**config.mk**
```make
export PLATFORM = sky130hd
export DESIGN_NAME = frame_rx
export DESIGN_NICKNAME = d
export VERILOG_FILES = /design/src/mhp_pkg.sv /design/src/frame_rx.sv
export SDC_FILE = /design/constraint.sdc
export NUM_CORES = 1
export LEC_CHECK = 0
export BUFFER_PORTS_ARGS = -buffer_cell sky130_fd_sc_hd__buf_4
export CELL_PAD_IN_SITES_DETAIL_PLACEMENT = 0
export CELL_PAD_IN_SITES_GLOBAL_PLACEMENT = 1
export CORE_MARGIN = 5
export CORE_UTILIZATION = 40
export CTS_BUF_LIST = sky130_fd_sc_hd__clkbuf_8
export CTS_CLUSTER_SIZE = 40
export DETAILED_ROUTE_END_ITERATION = 10
export MAX_ROUTING_LAYER = met4
export PLACE_DENSITY_LB_ADDON = 0.1
export SETUP_SLACK_MARGIN = 0.05
export SLEW_MARGIN = 20
export SYNTH_ARGS = -nofsm -noshare
export SYNTH_HDL_FRONTEND = slang
export SYNTH_SLANG_ARGS = --single-unit
```
**constraint.sdc**
```tcl
create_clock -name i_clk -period 3.5 [get_ports i_clk]
set_clock_uncertainty 0.2 [all_clocks]
set_input_delay 0 -clock i_clk [delete_from_list [all_inputs] [get_ports i_clk]]
set_output_delay 0 -clock i_clk [all_outputs]
set_load 0.02 [all_outputs]
```
**src/mhp_pkg.sv**
```systemverilog
`default_nettype none

package mhp_pkg;

  //////////////////////////////
  // buffer
  //////////////////////////////

  localparam int BUF_AW = 11;

  // buffer address, also used for frame lengths
  typedef logic [BUF_AW-1:0] buf_addr_t;

  // one client's access to the buffer, all zeros when idle
  typedef struct packed {
    logic       we;
    buf_addr_t  addr;
    logic [7:0] wdata;
  } mem_req_t;

  //////////////////////////////
  // frame header
  //////////////////////////////

  typedef struct packed {
    logic       direction;  // 0 for requests
    logic [6:0] ptype;
  } dtype_t;

  // fields in wire order, first byte in the top bits
  typedef struct packed {
    logic [15:0]        src;
    logic [15:0]        dst;
    logic [15:0]        size;
    dtype_t             dtype;
    logic [7:0]         operand;
    logic signed [15:0] para1;
    logic signed [15:0] para2;
  } mhp_header_t;

  localparam int HDR_LEN = 12;

  // request types
  localparam logic [6:0] TYPE_PING = 7'h01;
  localparam logic [6:0] TYPE_ECHO = 7'h05;
  localparam logic [6:0] TYPE_CALC = 7'h0D;
  localparam int         TYPE_NOREPLY_BIT = 4;

  // reply type bytes
  localparam logic [7:0] RTYPE_PING = 8'h81;
  localparam logic [7:0] RTYPE_ECHO = 8'h85;
  localparam logic [7:0] RTYPE_CALC = 8'h8E;

  // calc operands
  localparam logic [7:0] OP_ADD = 8'h10;
  localparam logic [7:0] OP_SUB = 8'h20;
  localparam logic [7:0] OP_MUL = 8'h30;

endpackage

`default_nettype wire

```
**src/frame_rx.sv**
```systemverilog
`default_nettype none

module frame_rx (
  input  logic               i_clk,
  input  logic               i_rst,
  input  logic               i_start,
  input  logic               i_stop,
  input  logic               i_rready,
  input  logic [7:0]         i_rdata,
  output logic               o_rreq,
  output logic               o_byte_seen,
  output mhp_pkg::mem_req_t  o_mem_req,
  output mhp_pkg::buf_addr_t o_len
);
  import mhp_pkg::*;

  logic      active;
  logic      rd_valid;  // fifo byte on i_rdata this cycle
  logic      full;
  buf_addr_t len;

  always_ff @(posedge i_clk) begin
    if (i_rst) begin
      active      <= 1'b0;
      rd_valid    <= 1'b0;
      full        <= 1'b0;
      len         <= '0;
      o_rreq      <= 1'b0;
      o_byte_seen <= 1'b0;
      o_mem_req   <= '0;
    end else begin
      rd_valid    <= o_rreq;
      o_rreq      <= 1'b0;
      o_byte_seen <= 1'b0;
      o_mem_req   <= '0;

      if (i_start) begin
        active <= 1'b1;
        len    <= '0;
        full   <= 1'b0;
      end else if (i_stop) begin
        active <= 1'b0;
      end

      // never two requests back to back
      if (active && !i_stop && i_rready && !o_rreq) begin
        o_rreq <= 1'b1;
      end

      if (rd_valid) begin
        o_byte_seen <= 1'b1;
        // past the last address the byte is read and dropped
        if (!full) begin
          o_mem_req <= '{we: 1'b1, addr: len, wdata: i_rdata};
          if (len == '1) begin
            full <= 1'b1;
          end else begin
            len <= len + 1'b1;
          end
        end
      end
    end
  end

  assign o_len = len;

endmodule

`default_nettype wire

```
; Word level (Yosys, flattened, before mapping)
; Cells that the tools add are included.
[word_totals]
word_cells = 33
reg_bits = 36
in_bits = 13
output_inout_bits = 33
[classes]
bitwise_logic = 1
add_sub_neg = 1
eq_ne = 1
reduce_logical = 8
n_mux = 13
[ops]
columns = operator, count
row1 = 2-to-1 mux 11 bit, 4
row2 = 2-to-1 mux 20 bit, 1
row3 = "adder 11 x 1 -> 11 bit, second input constant", 1
row4 = "== test 11 bit, second input constant", 1
row5 = 2-to-1 mux 1 bit, 8
row6 = logical AND 1 bit, 3
row7 = OR reduction 3 bit, 1
row8 = zero test 1 bit, 2
row9 = nonzero test 2 bit, 1
row10 = OR reduction 2 bit, 1
row11 = NOT 1 bit, 1

; Longest topological paths before layout
; Gate-level depths: netlist (run 1).
[logic_depth]
ltp_word = 5
depth_mapped = 6
mapped_depth_nobuf = 5

; Worst setup path before layout (run 1)
; Ideal clock, no wire load.
[synth_timing]
kind = reg-to-reg
startpoint = register len[0] (netlist: o_len[0])
endpoint = register len[7] (netlist: o_len[7])
setup_time_ns = 0.120
path_stages_with_launch = 7
required_ns = 3.180
n_path_buf = 1
synth_period_minus_slack_ns = 1.915
path_slack_ns = 1.585
t_arrival_ns = 1.595
cell_sequence = dfxtp_1 ha_1 and4_1 buf_6 a31oi_4 and3_1 a211o_1
[synth_via]
elab_chain_cells = 4
elab_cells_between_ends = 5
classes_between = 1 x add/sub / 1 x eq/ne / 3 x mux
[synth_lines]
columns = element, line
row1 = from (decl), frame_rx.sv:20  ; buf_addr_t len;
row2 = from (signal assigned), frame_rx.sv:58  ; len <= len + 1'b1;
row3 = adder 11 x 1 -> 11 bit or == test 11 bit (tied branches), "frame_rx.sv:58, frame_rx.sv:55"
row4 = 2-to-1 mux 11 bit *, frame_rx.sv:55  ; if (len == '1) begin
row5 = 2-to-1 mux 11 bit *, frame_rx.sv:53  ; if (!full) begin
row6 = 2-to-1 mux 11 bit *, frame_rx.sv:50  ; if (rd_valid) begin
; Every way passes the cells marked *; elsewhere a longest branch is shown, timed or not.
; A chain may end at the register's enable or synchronous reset.

; Worst setup path in the final report (run 1)
[layout_timing]
startpoint = register len[0] (netlist: o_len[0])
endpoint = register len[10] (netlist: o_len[10])
; The elaborated chain is that of the path after synthesis.

==> results of run 1 <==
## through the flow
| step | setup WS (ns) | std cells | hold WS, ns |
|---|---|---|---|
| floorplan | 1.59 | 129 | -0.0475 |
| global placement | 1.55 | 213 | 0.0335 |
| detailed placement | 1.49 | 213 | 0.0385 |
| CTS | 0.978 | 236 | 0.281 |
| global route | 0.792 | 236 | 0.277 |
| finish | 0.956 | 236 | 0.290 |
## placed cells by master, fill, tap and decap left out, drive strengths merged, types with 3 or more instances in the layout
cell type and count:
buf 46, dfxtp 36, and3 24, dlygate4sd3 15, a21oi 6, nand2 5
clkbuf 5, nand3 5, nor3 4, a31oi 4, nand2b 3, inv 3
nor2b 3, nand4 3, a211o 3, clkinv 3
## power by group through the flow
stage                     combinational [uW]  sequential, uW  clock [uW]
after floorplan                         9.95             422           0
after global placement                  25.4             421           0
after detailed placement                26.1             421           0
after CTS                               38.0             412         294
after global routing                    41.1             412         315
final                                   37.9             412         279
## logic make-up after synthesis
| family | count (synthesis) |
|---|---|
| XOR/XNOR | 2 |
| buffers and inverters | 11 |
| multiplexers | 1 |
| flip-flops | 36 |
| adder cells (fa/ha/maj) | 1 |
| AND/OR/NAND/NOR | 57 |
| AO/OA/AOI/OAI | 21 |
## final cells by class
cell class	count	area share (%)
clock buffer	5	3.53
multi-input combinational	82	29.7
inverter	3	0.577
timing repair buffer	61	25.4
clock inverter	3	0.962
tap	46	2.95
sequential	36	36.9
## worst max-delay path: cells and delay by family (launching register included)
kind,cells,cell delay [ns]
simple gates,3,0.89
buf+inv,1,0.56
flops,1,0.41
fa+ha+maj,1,0.27
compound gates,1,0.14
## routing by layer
layer | wire length (um) | up-vias | GRT usage (%)
li1 | - | 584 | -
met1 | 1340 | 540 | 17.5
met2 | 1480 | 50 | 24.3
met3 | 303 | 8 | 5.58
met4 | 51 | 0 | 5.71
met5 | 0 | - | -
## sequential cells by signal (all words and copies together) (netlist names)
name / flops
active: 1
full: 1
o_byte_seen: 1
o_len: 11
o_mem_req: 20
o_rreq: 1
rd_valid: 1
## timing repair
| item | CTS | global route |
|---|---|---|
| setup endpoints to repair | 0 | 0 |
| hold buffers | 15 | 0 |
| hold endpoints to repair | 21 | 0 |
| resized for setup | 0 | 0 |
## final timing paths
kind | start | end | slack (ns) | depth (start not counted)
worst min register to register | rd_valid$_SDFF_PP0_ | o_byte_seen$_SDFF_PP0_ | 0.29 | 1
worst max-delay path | o_len[0]$_SDFF_PP0_ | o_len[10]$_SDFF_PP0_ | 0.96 | 6
worst max register to register | o_len[0]$_SDFF_PP0_ | o_len[10]$_SDFF_PP0_ | 0.96 | 6
worst min-delay path | rd_valid$_SDFF_PP0_ | o_byte_seen$_SDFF_PP0_ | 0.29 | 1
==> results.md, run 1 <==
- The post-route DRC violation count is 0.
- The portion of the clock cycle consumed by the worst path in the final layout is 72.7%.
- The data arrival time at the worst-slack endpoint is 2.57 ns.
- The detail route stage leaves a number of antenna-violating nets equal to 0.
- Once detailed placement completed, the half-perimeter wirelength came to 2.20 mm.
- Yosys attributes the largest share of cell area to sky130_fd_sc_hd__dfxtp_1 53%, sky130_fd_sc_hd__and3_1 10%, sky130_fd_sc_hd__a31oi_4 3.1%, sky130_fd_sc_hd__a21oi_1 2.2%, sky130_fd_sc_hd__a211o_1 1.9%.
- The cell-internal power is 572 uW.
- The static power due to leakage is 0.000941 uW.
- The total wire length is 3.17 mm.
- The number of DRC markers in iteration 0 is 60.
- The number of enable flip-flop cells after synthesis is 0.
- The final-report hold violation count is 0.
- The number of global-route vias before repair is 1144.
- Net switching is 21.5% of the power.
- The net count of the finished layout is 203.
- The total iterations of the first detailed-routing run is 4.
- The class of the tightest hold or removal check is flip-flop to flip-flop.
- Setup repair after global routing left no endpoint under its margin.
- Of the post-synthesis cell area, the dominant cell type holds 52.7%.
- From left edge to right edge, the die measures 68.4 um.
- The number of rows in the core area is 21.
- By area, the combinational part of the netlist is dominated by simple AND/OR/NAND/NOR gates.
- The minimum clock period is 2.54 ns.
- In this run the tool buffered the top-level ports with 45 buffer cells.
- The worst voltage drop across the vdd grid is 0.261 mV.
- Summing the areas of all compound-gate instances in the mapped netlist gives 12.5% of the synthesized area.
- The final total power is 729 uW.
- In the routed layout, each cell is associated on average with a via count of 5.01.
- The headroom to the max-slew limit is 69.2%.
- The signed area change from the synthesized netlist to the final layout is 42.9%.
- The post-synthesis async set-or-reset flop share is 0%.
- The post-route netlist has 32.6% of its cells at a drive strength greater than 1.
- The final cell area excluding filler cells is 1950 um^2.
- The signal on the critical path passes through ha_1 > and4_1 > nand4_1 > or3_1 > a21oi_1 > dlygate4sd3_1.
- When the netlist entered floorplanning its net count stood at 143.
- The cell count after synthesis is 129.
- Max-cap violations in this run came to 0.
- The total clock sinks is 36.
- Registers take 721 um^2.
- The per-instance average area after synthesis is 10.6 um^2.
- The multi-input combinational cells in the finished layout cover a total of 579 um^2.
- The critical path in this run is classified as flip-flop to flip-flop.
- Global routing used 15.3% of the available tracks.
- In this run, CTS created clock tree buffers numbering 5.
- For this design the total switching power over the nets is 157 uW.
- In this design, the stage delay of the slowest critical-path cell is 0.56 ns.
- By count the netlist is led by 36 x sky130_fd_sc_hd__dfxtp_1, 22 x sky130_fd_sc_hd__and3_1, 6 x sky130_fd_sc_hd__a21oi_1, 5 x sky130_fd_sc_hd__clkbuf_1, 5 x sky130_fd_sc_hd__nand2_1.
- Summing the areas of all and, or, nand and nor instances in the mapped netlist gives 26.8% of the synthesized area.
- The H-tree was split into 2 levels.
- The congestion estimate from routability-driven global placement came to 0.799.
- The count of buffers added by post-CTS timing repair for setup is 0.
- By instance count, the leading cell after synthesis is sky130_fd_sc_hd__dfxtp_1.
- The die extent in y is 68.4 um.
- Dividing the detail-routed wire length by the instance count gives 13.4 um.
- The region available for standard cell placement spans 3310 um^2.
- The cell chosen for the clock root is sky130_fd_sc_hd__clkbuf_8.
- The cell type contributing the most total cell area after synthesis is sky130_fd_sc_hd__dfxtp_1.
- The longest clock path from root to sink contains 2 buffers.
- The maximum net fanout on the critical path is 7.
- Counting distinct cell types in the post-synthesis netlist gives 37.
- The synthesized design contains 36 register bits.
- Measured against the total synthesized area, the mux share comes to 0.824%.
- The CTS tree is done.
- The initial cell density of the core is 41.3%.
- The final route contains 1182 vias.
- The flow ran to the end, and the final reports show no timing, DRC or antenna violations.
- The data required time of the critical path is 3.52 ns.
- The fill cell instance count of the final layout is 310.
- In this run the power density over the cells is 374 nW/um^2.
- The type of element capturing the critical path is a flip-flop.
- The wire length of the first global-routing pass is 5.21 mm.
- For this run the aggregate overflow at the end of global routing stands at 0.
- The share of power burned in registers is 56.5%.
- Yosys printed 0 warnings.
- The kind of launch point of the worst setup path is a flip-flop.
- For the worst-skew pair, the clock arrives at the later sink with an insertion delay of 0.28 ns.
- The most instantiated flip-flop cell in the synthesis netlist is sky130_fd_sc_hd__dfxtp_1.
- Derived from the worst setup path, the maximum achievable clock frequency is 393 MHz.
- The overall die area is 4680 um^2.
- Setup violations remaining at the end of the flow were counted as 0.
- For the final routed database, the setup TNS stands at 0 ns.
- Of the total synthesized cell area, the portion taken by full adders, half adders and majority gates is 0.916%.
- The largest individual stage delay along the critical path comes from the cell sky130_fd_sc_hd__dlygate4sd3_1.
- The number of ports placed on the die boundary is 46.
- The combinational share of power is 5.2%.
- The netlist area before placement is 1370 um^2.
- The portion of the post-synthesis area used by sequential elements is 52.7%.
- The xor/xnor share of the synthesized area is 1.28%.
- Cells fill 59.0% of the core in the end.
- The initial antenna violation count came to 0.
- Per report_power, the clock group accounts for 38.3% of the total.
- The max-slew violation count is 0.
- After clock tree synthesis, the clock-pin slew on the worst setup and hold paths is 0.07 ns.
- Entering global routing, the biggest net connects 25 pins.
- The placed instances occupy a cell area of 1710 um^2.
- The total inserted antenna cells is 0.
- The transition at the pin with the smallest max-transition slack is 0.462 ns.
Power figures use the tool's default switching activity.
==> run 2: changes to the inputs <==
Settings changed: CORE_UTILIZATION 40 to 35.
Clock period 3.5 ns to 2.1 ns, I/O delays scaled along.
==> run 2 against run 1 <==
Effect of this change: flip-flop and latch count unchanged; final cell count up 2.5%; setup slack worse by 0.75 ns; hold slack worse by 0.043 ns; core utilization decreased by 5.6 points; non-clock buffer count rose by 4; first-iteration DRC count up 70%; sequential power rose by 67%; design area increased by 1.6%; total power up 69%; critical path type unchanged; highest routed layer unchanged.
==> results.md, run 2 (synthesis gave the netlist of run 1 again) <==
- The maximum net fanout on the critical path is 7 (unchanged).
- The clock insertion delay at the later pin of the skew report is 0.28 ns (about the same).
- The largest net degree at the start of global routing is 21 (-16%).
- The max-slew violation count is 0 (unchanged).
- The power per cell area is 621 nW/um^2 (+66%).
- The number of ports placed on the die boundary is 46 (unchanged).
- In the layout the commonest cells are 52 x sky130_fd_sc_hd__buf_4, 36 x sky130_fd_sc_hd__dfxtp_1, 22 x sky130_fd_sc_hd__and3_1.
- The final total power was 1230 uW (+69%).
- Setup repair after global routing left no endpoint under its margin.
- The remaining global-route overflow is 0 (unchanged).
- The clock network power share came to 39.2% (+0.9 points).
- The placeable core region is 3720 um^2 (+12%).
- The count of maximum capacitance violations was 0 (unchanged).
- The number of H-tree branching levels was 2 (unchanged).
- The initial cell density of the core is 36.8% (-4.5 points).
- The register bank with the most flops is o_mem_req.
- The number of flip-flops in the largest register came to 20 (unchanged).
- The number of DRC markers in iteration 0 is 102 (+70%).
- The final cell count without fillers is 242 (+2.5%).
- The number of buffers created by CTS is 5 (unchanged).
- The flow ran to the end, and the final reports show no timing, DRC or antenna violations.
- The share of power burned in registers is 55.7% (-0.8 points).
- The setup slack of the most critical reg-to-reg path is 0.21 ns (-0.75 ns).
- The number of nets in the final layout is 207 (+2.0%).
- The total global-route track usage is 13.3% (-2.0 points).
- The total wire length is 3.24 mm (+2.3%).
- The switching fraction of total power is 20.4% (-1.1 points).
- The routed via count divided by cell count is 4.94 (-1.4%).
- The placed instance count is 221 (+3.8%).
- The data required time of the critical path is 2.07 ns (-1.45 ns).
- The final worst slack is 0.206 ns (-0.750 ns).
- The tree is rooted in a sky130_fd_sc_hd__clkbuf_8.
- The final-report hold violation count came to 0 (unchanged).
- The portion of the clock cycle consumed by the worst path in the final layout is 90.2% (+18 points).
- The worst voltage drop across the vdd grid is 0.311 mV (+19%).
- The worst setup path is launched from a flip-flop.
- The combinational share of power is 5.1% (about the same).
- The width of the die is 72.5 um (+5.9%).
- The count of buffers added by post-CTS timing repair for setup is 0 (unchanged).
- The data arrival time at the worst-slack endpoint is 1.87 ns (-0.70 ns).
- The vias after detailed routing is 1195 (+1.1%).
- The CTS tree is done.
- The clock transition at the register clock pins on the worst setup and hold paths after CTS is 0.07 ns (about the same).
- The tightest min-delay check is of the flip-flop to flip-flop type.
- The initial antenna violation count was 0 (unchanged).
- The post-detailed-placement half-perimeter wirelength was 2.34 mm (+6.4%).
- The number of global-route vias before repair is 1142 (-0.17%).
- The static power due to leakage came to 0.000966 uW (+2.6%).
- The signed area change from the synthesized netlist to the final layout is 45.1%.
- The critical path class is flip-flop to flip-flop.
- The transition at the pin with the smallest max-transition slack is 0.610 ns (+0.148 ns).
- The total clock sinks came to 36 (unchanged).
- The worst slack at placement is 0.171 ns (-1.32 ns).
- The final antenna-violating net count is 0 (unchanged).
- The worst setup path is captured at a flip-flop.
- The minimum clock period is 1.89 ns (-0.650 ns).
- The number of buffers on the longest clock path came to 2 (unchanged).
- The number of port buffers is 45 (unchanged).
- The overall die area is 5250 um^2 (+12%).
- Leaving out fill and tap cells, the most frequent cell in the layout is sky130_fd_sc_hd__buf_4.
- The die extent in y was 72.5 um (+5.9%).
- The fraction of final layout cells with drive strength greater than 1 is 34.5% (+1.9 points).
- The average wire per standard cell is 13.4 um (-0.20%).
- The total inserted antenna cells was 0 (unchanged).
- The number of setup violations in the final report is 0 (unchanged).
- The achievable frequency is 528 MHz (+34%).
- The routability-driven placement congestion ratio is 0.843 (+5.5%).
- The headroom to the max-slew limit is 59.2% (-9.9 points).
- The post-route DRC violation count is 0 (unchanged).
- The total iterations of the first detailed-routing run is 4 (unchanged).
- The number of rows in the core area came to 22 (+4.8%).
- The cell-internal power is 980 uW (+71%).
- The power spent charging and discharging nets is 252 uW (+60%).
- The wire length of the first global-routing pass is 5.29 mm (+1.6%).
- The setup TNS came to 0 ns (unchanged).
[run 2: changes by cell type in the layout (fill, tap and decap cells not counted), sizes merged]
cell	delta
dlygate4sd3	-2
clkbuf	+1
inv	+2
clkinv	-3
buf	+6
[run 2: layout make-up]
| type | instances | area, um^2 |
|---|---|---|
| clock inverters | 2 | 7.51 |
| repair buffers | 65 | 520 |
| well taps | 48 | 60.1 |
| fillers | 352 | 1730 |
| multi-input cells | 82 | 581 |
| clock buffers | 6 | 82.6 |
| flip-flops and latches | 36 | 721 |
| inverters | 3 | 11.3 |
[run 2: power by group through the flow]
| stage | logic (uW) | clock network, uW | registers, uW |
|---|---|---|---|
| 2_1_floorplan | 16.6 | 0 | 704 |
| 3_3_place_gp | 42.9 | 0 | 702 |
| 3_5_place_dp | 43.6 | 0 | 702 |
| 4_1_cts | 63.4 | 507 | 686 |
| 5_1_grt | 68.0 | 538 | 686 |
| 6_report | 62.6 | 483 | 686 |
[run 2: layer usage]
layer	wire [um]	vias to the layer above	GRT usage, %
met3	292	5	5.26
met2	1430	37	19.9
met4	51	0	4.92
met1	1470	561	16.2
li1	-	592	-
met5	0	-	-
[run 2: metrics by stage]
stage               utilization, %  hold slack (ns)  cell area (um^2)
floorplan                        -          -0.0475              1370
global placement              47.4           0.0332              1760
detailed placement            47.4           0.0353              1760
CTS                           53.3            0.253              1980
global route                  53.4            0.279              1980
finish                        53.4            0.247              1980
[run 2: path summary, 6_finish.rpt]
check,from,end,cells after the start
setup / recovery,o_len[0]$_SDFF_PP0_,o_len[7]$_SDFF_PP0_,5
hold / removal,o_rreq$_SDFF_PP0_,o_rreq$_SDFF_PP0_,1
setup reg to reg,o_len[0]$_SDFF_PP0_,o_len[7]$_SDFF_PP0_,5
hold reg to reg,o_rreq$_SDFF_PP0_,o_rreq$_SDFF_PP0_,1
[run 2: worst max-delay path, stage by stage (launching register included)]
cell	delay (ns)
sky130_fd_sc_hd__dfxtp_1	0.34
sky130_fd_sc_hd__ha_1	0.26
sky130_fd_sc_hd__and4_2	0.39
sky130_fd_sc_hd__a31oi_4	0.14
sky130_fd_sc_hd__and3_1	0.19
sky130_fd_sc_hd__a211o_1	0.27
[run 2: what timing repair did]
| item | in CTS | in global routing |
|---|---|---|
| endpoints found under the setup margin | 0 | 1 |
| endpoints found under the hold margin | 20 | 0 |
| gates resized for setup | 0 | 1 |
| hold buffers | 13 | 0 |
==> run 3: changes to the inputs <==
Clock period 2.1 ns to 1.6 ns, I/O delays scaled along.
==> run 3 against run 2 <==
Effect of this change: the run now ends with setup timing left; highest routed layer unchanged; design area up 9.2%; largest cell class unchanged; core utilization rose by 4.9 points; first-iteration DRC count fell by 76%; wire length is 8.9% higher.
==> results.md, run 3 (synthesis gave the netlist of run 1 again) <==
- The library cell used most frequently in the layout, excluding fill and tap cells, is sky130_fd_sc_hd__buf_4.
- The area of the multi-input gates is 616 um^2 (+6.0%).
- The number of setup violations in the final report is 3 (+3).
- The data arrival time at the worst-slack endpoint is 1.63 ns (-0.24 ns).
- The highest-delay cell along the critical path is sky130_fd_sc_hd__dfxtp_4.
- The final worst slack is -0.0153 ns (-0.221 ns).
- The global routing met1 resource utilization is 17.8% (+1.6 points).
- Setup repair after global routing could not meet its margin everywhere.
- The worst voltage drop across the vdd grid is 0.557 mV (+79%).
- The headroom to the max-slew limit is 68.8% (+9.5 points).
- The clock transition at the register clock pins on the worst setup and hold paths after CTS is 0.07 ns (about the same).
- The largest net degree at the start of global routing is 21 (unchanged).
- The number of buffers on the longest clock path is 2 (unchanged).
- The total iterations of the first detailed-routing run is 4 (unchanged).
- The transition at the pin with the smallest max-transition slack was 0.468 ns (-0.142 ns).
- The number of DRC markers in iteration 0 is 24 (-76%).
- The register cell area after layout is 746 um^2 (+3.5%).
- The routed via count divided by cell count was 4.75 (-3.8%).
- The signal on the critical path passes through ha_4 > and4_4 > a31oi_4 > nor3_4 > a22o_1.
- The signed area change from the synthesized netlist to the final layout is 58.5%.
- The final antenna-violating net count was 0 (unchanged).
- The total clock sinks is 36 (unchanged).
- The placed instance count was 228 (+3.2%).
- The CTS tree is done.
- The total global-route track usage was 13.6% (+0.25 points).
- The maximum net fanout on the critical path is 7 (unchanged).
- The tree is rooted in a sky130_fd_sc_hd__clkbuf_8.
- The number of global-route vias before repair is 1121 (-1.8%).
- The number of ports placed on the die boundary is 46 (unchanged).
- The longest individual stage delay on the worst path is 0.36 ns (-0.03 ns).
- The post-detailed-placement half-perimeter wirelength was 2.39 mm (+2.3%).
- The initial antenna violation count was 0 (unchanged).
- The fraction of final layout cells with drive strength greater than 1 is 46.2% (+12 points).
- The vias after detailed routing is 1226 (+2.6%).
- The power per cell area is 723 nW/um^2 (+16%).
- The remaining global-route overflow came to 0 (unchanged).
- The number of flip-flops in the largest register is 20 (unchanged).
- The width of the die is 72.5 um (unchanged).
- The total wire length is 3.53 mm (+8.9%).
- The overall die area is 5250 um^2 (unchanged).
- The fill cell instance count of the final layout is 334 (-5.1%).
- The flow ran to the end, but the final reports show violations.
- The number of rows in the core area was 22 (unchanged).
- The average wire per standard cell is 13.7 um (+2.2%).
- The global routing's busiest layer is met2.
- The wire length of the first global-routing pass is 5.42 mm (+2.3%).
- The met3 track demand over resource is 4.85% (-0.42 points).
- In the layout the commonest cells are 66 x sky130_fd_sc_hd__buf_4, 26 x sky130_fd_sc_hd__dfxtp_1, 22 x sky130_fd_sc_hd__and3_1.
- The portion of the clock cycle consumed by the worst path in the final layout was 101% (+11 points).
- The max-slew violation count is 0 (unchanged).
- The class of the tightest hold or removal check is input port to flip-flop.
- The routability-driven placement congestion ratio is 0.857 (+1.7%).
- The initial cell density of the core is 36.8% (unchanged).
- The clock insertion delay at the later pin of the skew report is 0.28 ns (about the same).
- The worst slack at placement is -0.0915 ns (-0.262 ns).
- The total inserted antenna cells came to 0 (unchanged).
- The die extent in y is 72.5 um (unchanged).
- The number of H-tree branching levels was 2 (unchanged).
- The number of nets in the final layout came to 224 (+8.2%).
- The register bank with the most flops is o_mem_req.
- The met2 track demand over resource in global routing came to 20.1% (+0.20 points).
- STA classifies the critical path endpoint as a flip-flop.
- The number of buffers created by CTS is 5 (unchanged).
- The placeable core region is 3720 um^2 (unchanged).
- The checks that failed: setup timing.
- The data required time of the critical path is 1.62 ns (-0.45 ns).
- The final cell count without fillers is 258 (+6.6%).
- The number of port buffers is 45 (unchanged).
- The critical path is of the flip-flop to flip-flop type.
- The post-route DRC violation count is 0 (unchanged).
- The achievable frequency is 619 MHz (+17%).
- The count of maximum capacitance violations is 0 (unchanged).
- STA classifies the critical path startpoint as a flip-flop.
- The final-report hold violation count came to 0 (unchanged).
- The minimum clock period is 1.62 ns (-0.279 ns).
- The static power due to leakage was 0.00106 uW (+9.8%).
-- run 3: area by class of cell --
| cell class | count | share of cell area (%) |
|---|---|---|
| clock buffer | 5 | 3.18 |
| clock inverter | 2 | 0.404 |
| inverter | 3 | 0.520 |
| multi-input combinational | 82 | 28.4 |
| sequential | 36 | 34.4 |
| tap | 48 | 2.77 |
| timing repair buffer | 82 | 30.3 |
-- run 3: final timing paths --
kind / slack, ns / depth (start not counted) / startpoint / to
worst max register to register: -0.02 / 5 / o_len[1]$_SDFF_PP0_ / o_len[4]$_SDFF_PP0_
worst min-delay path: 0.04 / 4 / i_rst / o_mem_req[19]$_SDFF_PP0_
worst min register to register: 0.31 / 2 / full$_SDFF_PP0_ / full$_SDFF_PP0_
worst max-delay path: -0.02 / 5 / o_len[1]$_SDFF_PP0_ / o_len[4]$_SDFF_PP0_
-- run 3: power breakdown --
part	switching, uW	internal [uW]
logic	36.3	52.2
clock network	295	289
registers	1.46	891
-- run 3: through the flow --
step / TNS [ns] / utilization (%) / hold WS (ns) / area [um^2] / total power (uW)
floorplan: -0.304 / - / -0.0475 / 1400 / 939
global placement: -0.162 / 49.8 / 0.0336 / 1850 / 971
detailed placement: -0.523 / 49.8 / 0.0355 / 1850 / 973
CTS: 0 / 56.2 / -0.209 / 2090 / 1580
global route: -0.553 / 58.3 / 0.0564 / 2170 / 1640
finish: -0.0318 / 58.3 / 0.0448 / 2170 / 1570
-- run 3: worst max-delay path: cells and delay by family (launching register included) --
kind | cells | cell delay [ns]
DFF | 1 | 0.36
and+or+nand+nor | 2 | 0.54
adders and majority gates | 1 | 0.13
AOI/OAI and AO/OA | 2 | 0.33
-- run 3: routing by layer --
metal / vias up / part of all wire [%]
met3: 4 / 5.5
met1: 563 / 46
met5: - / 0
met4: 0 / 0.85
met2: 29 / 47
li1: 630 / -
-- run 3: repair_timing --
| item | in CTS | in global routing |
|---|---|---|
| pin swaps | 7 | 7 |
| hold endpoints to repair | 23 | 9 |
| hold buffers | 13 | 3 |
| buffers inserted | 3 | 5 |
| endpoints found under the setup margin | 10 | 11 |
| gates resized for setup | 5 | 5 |
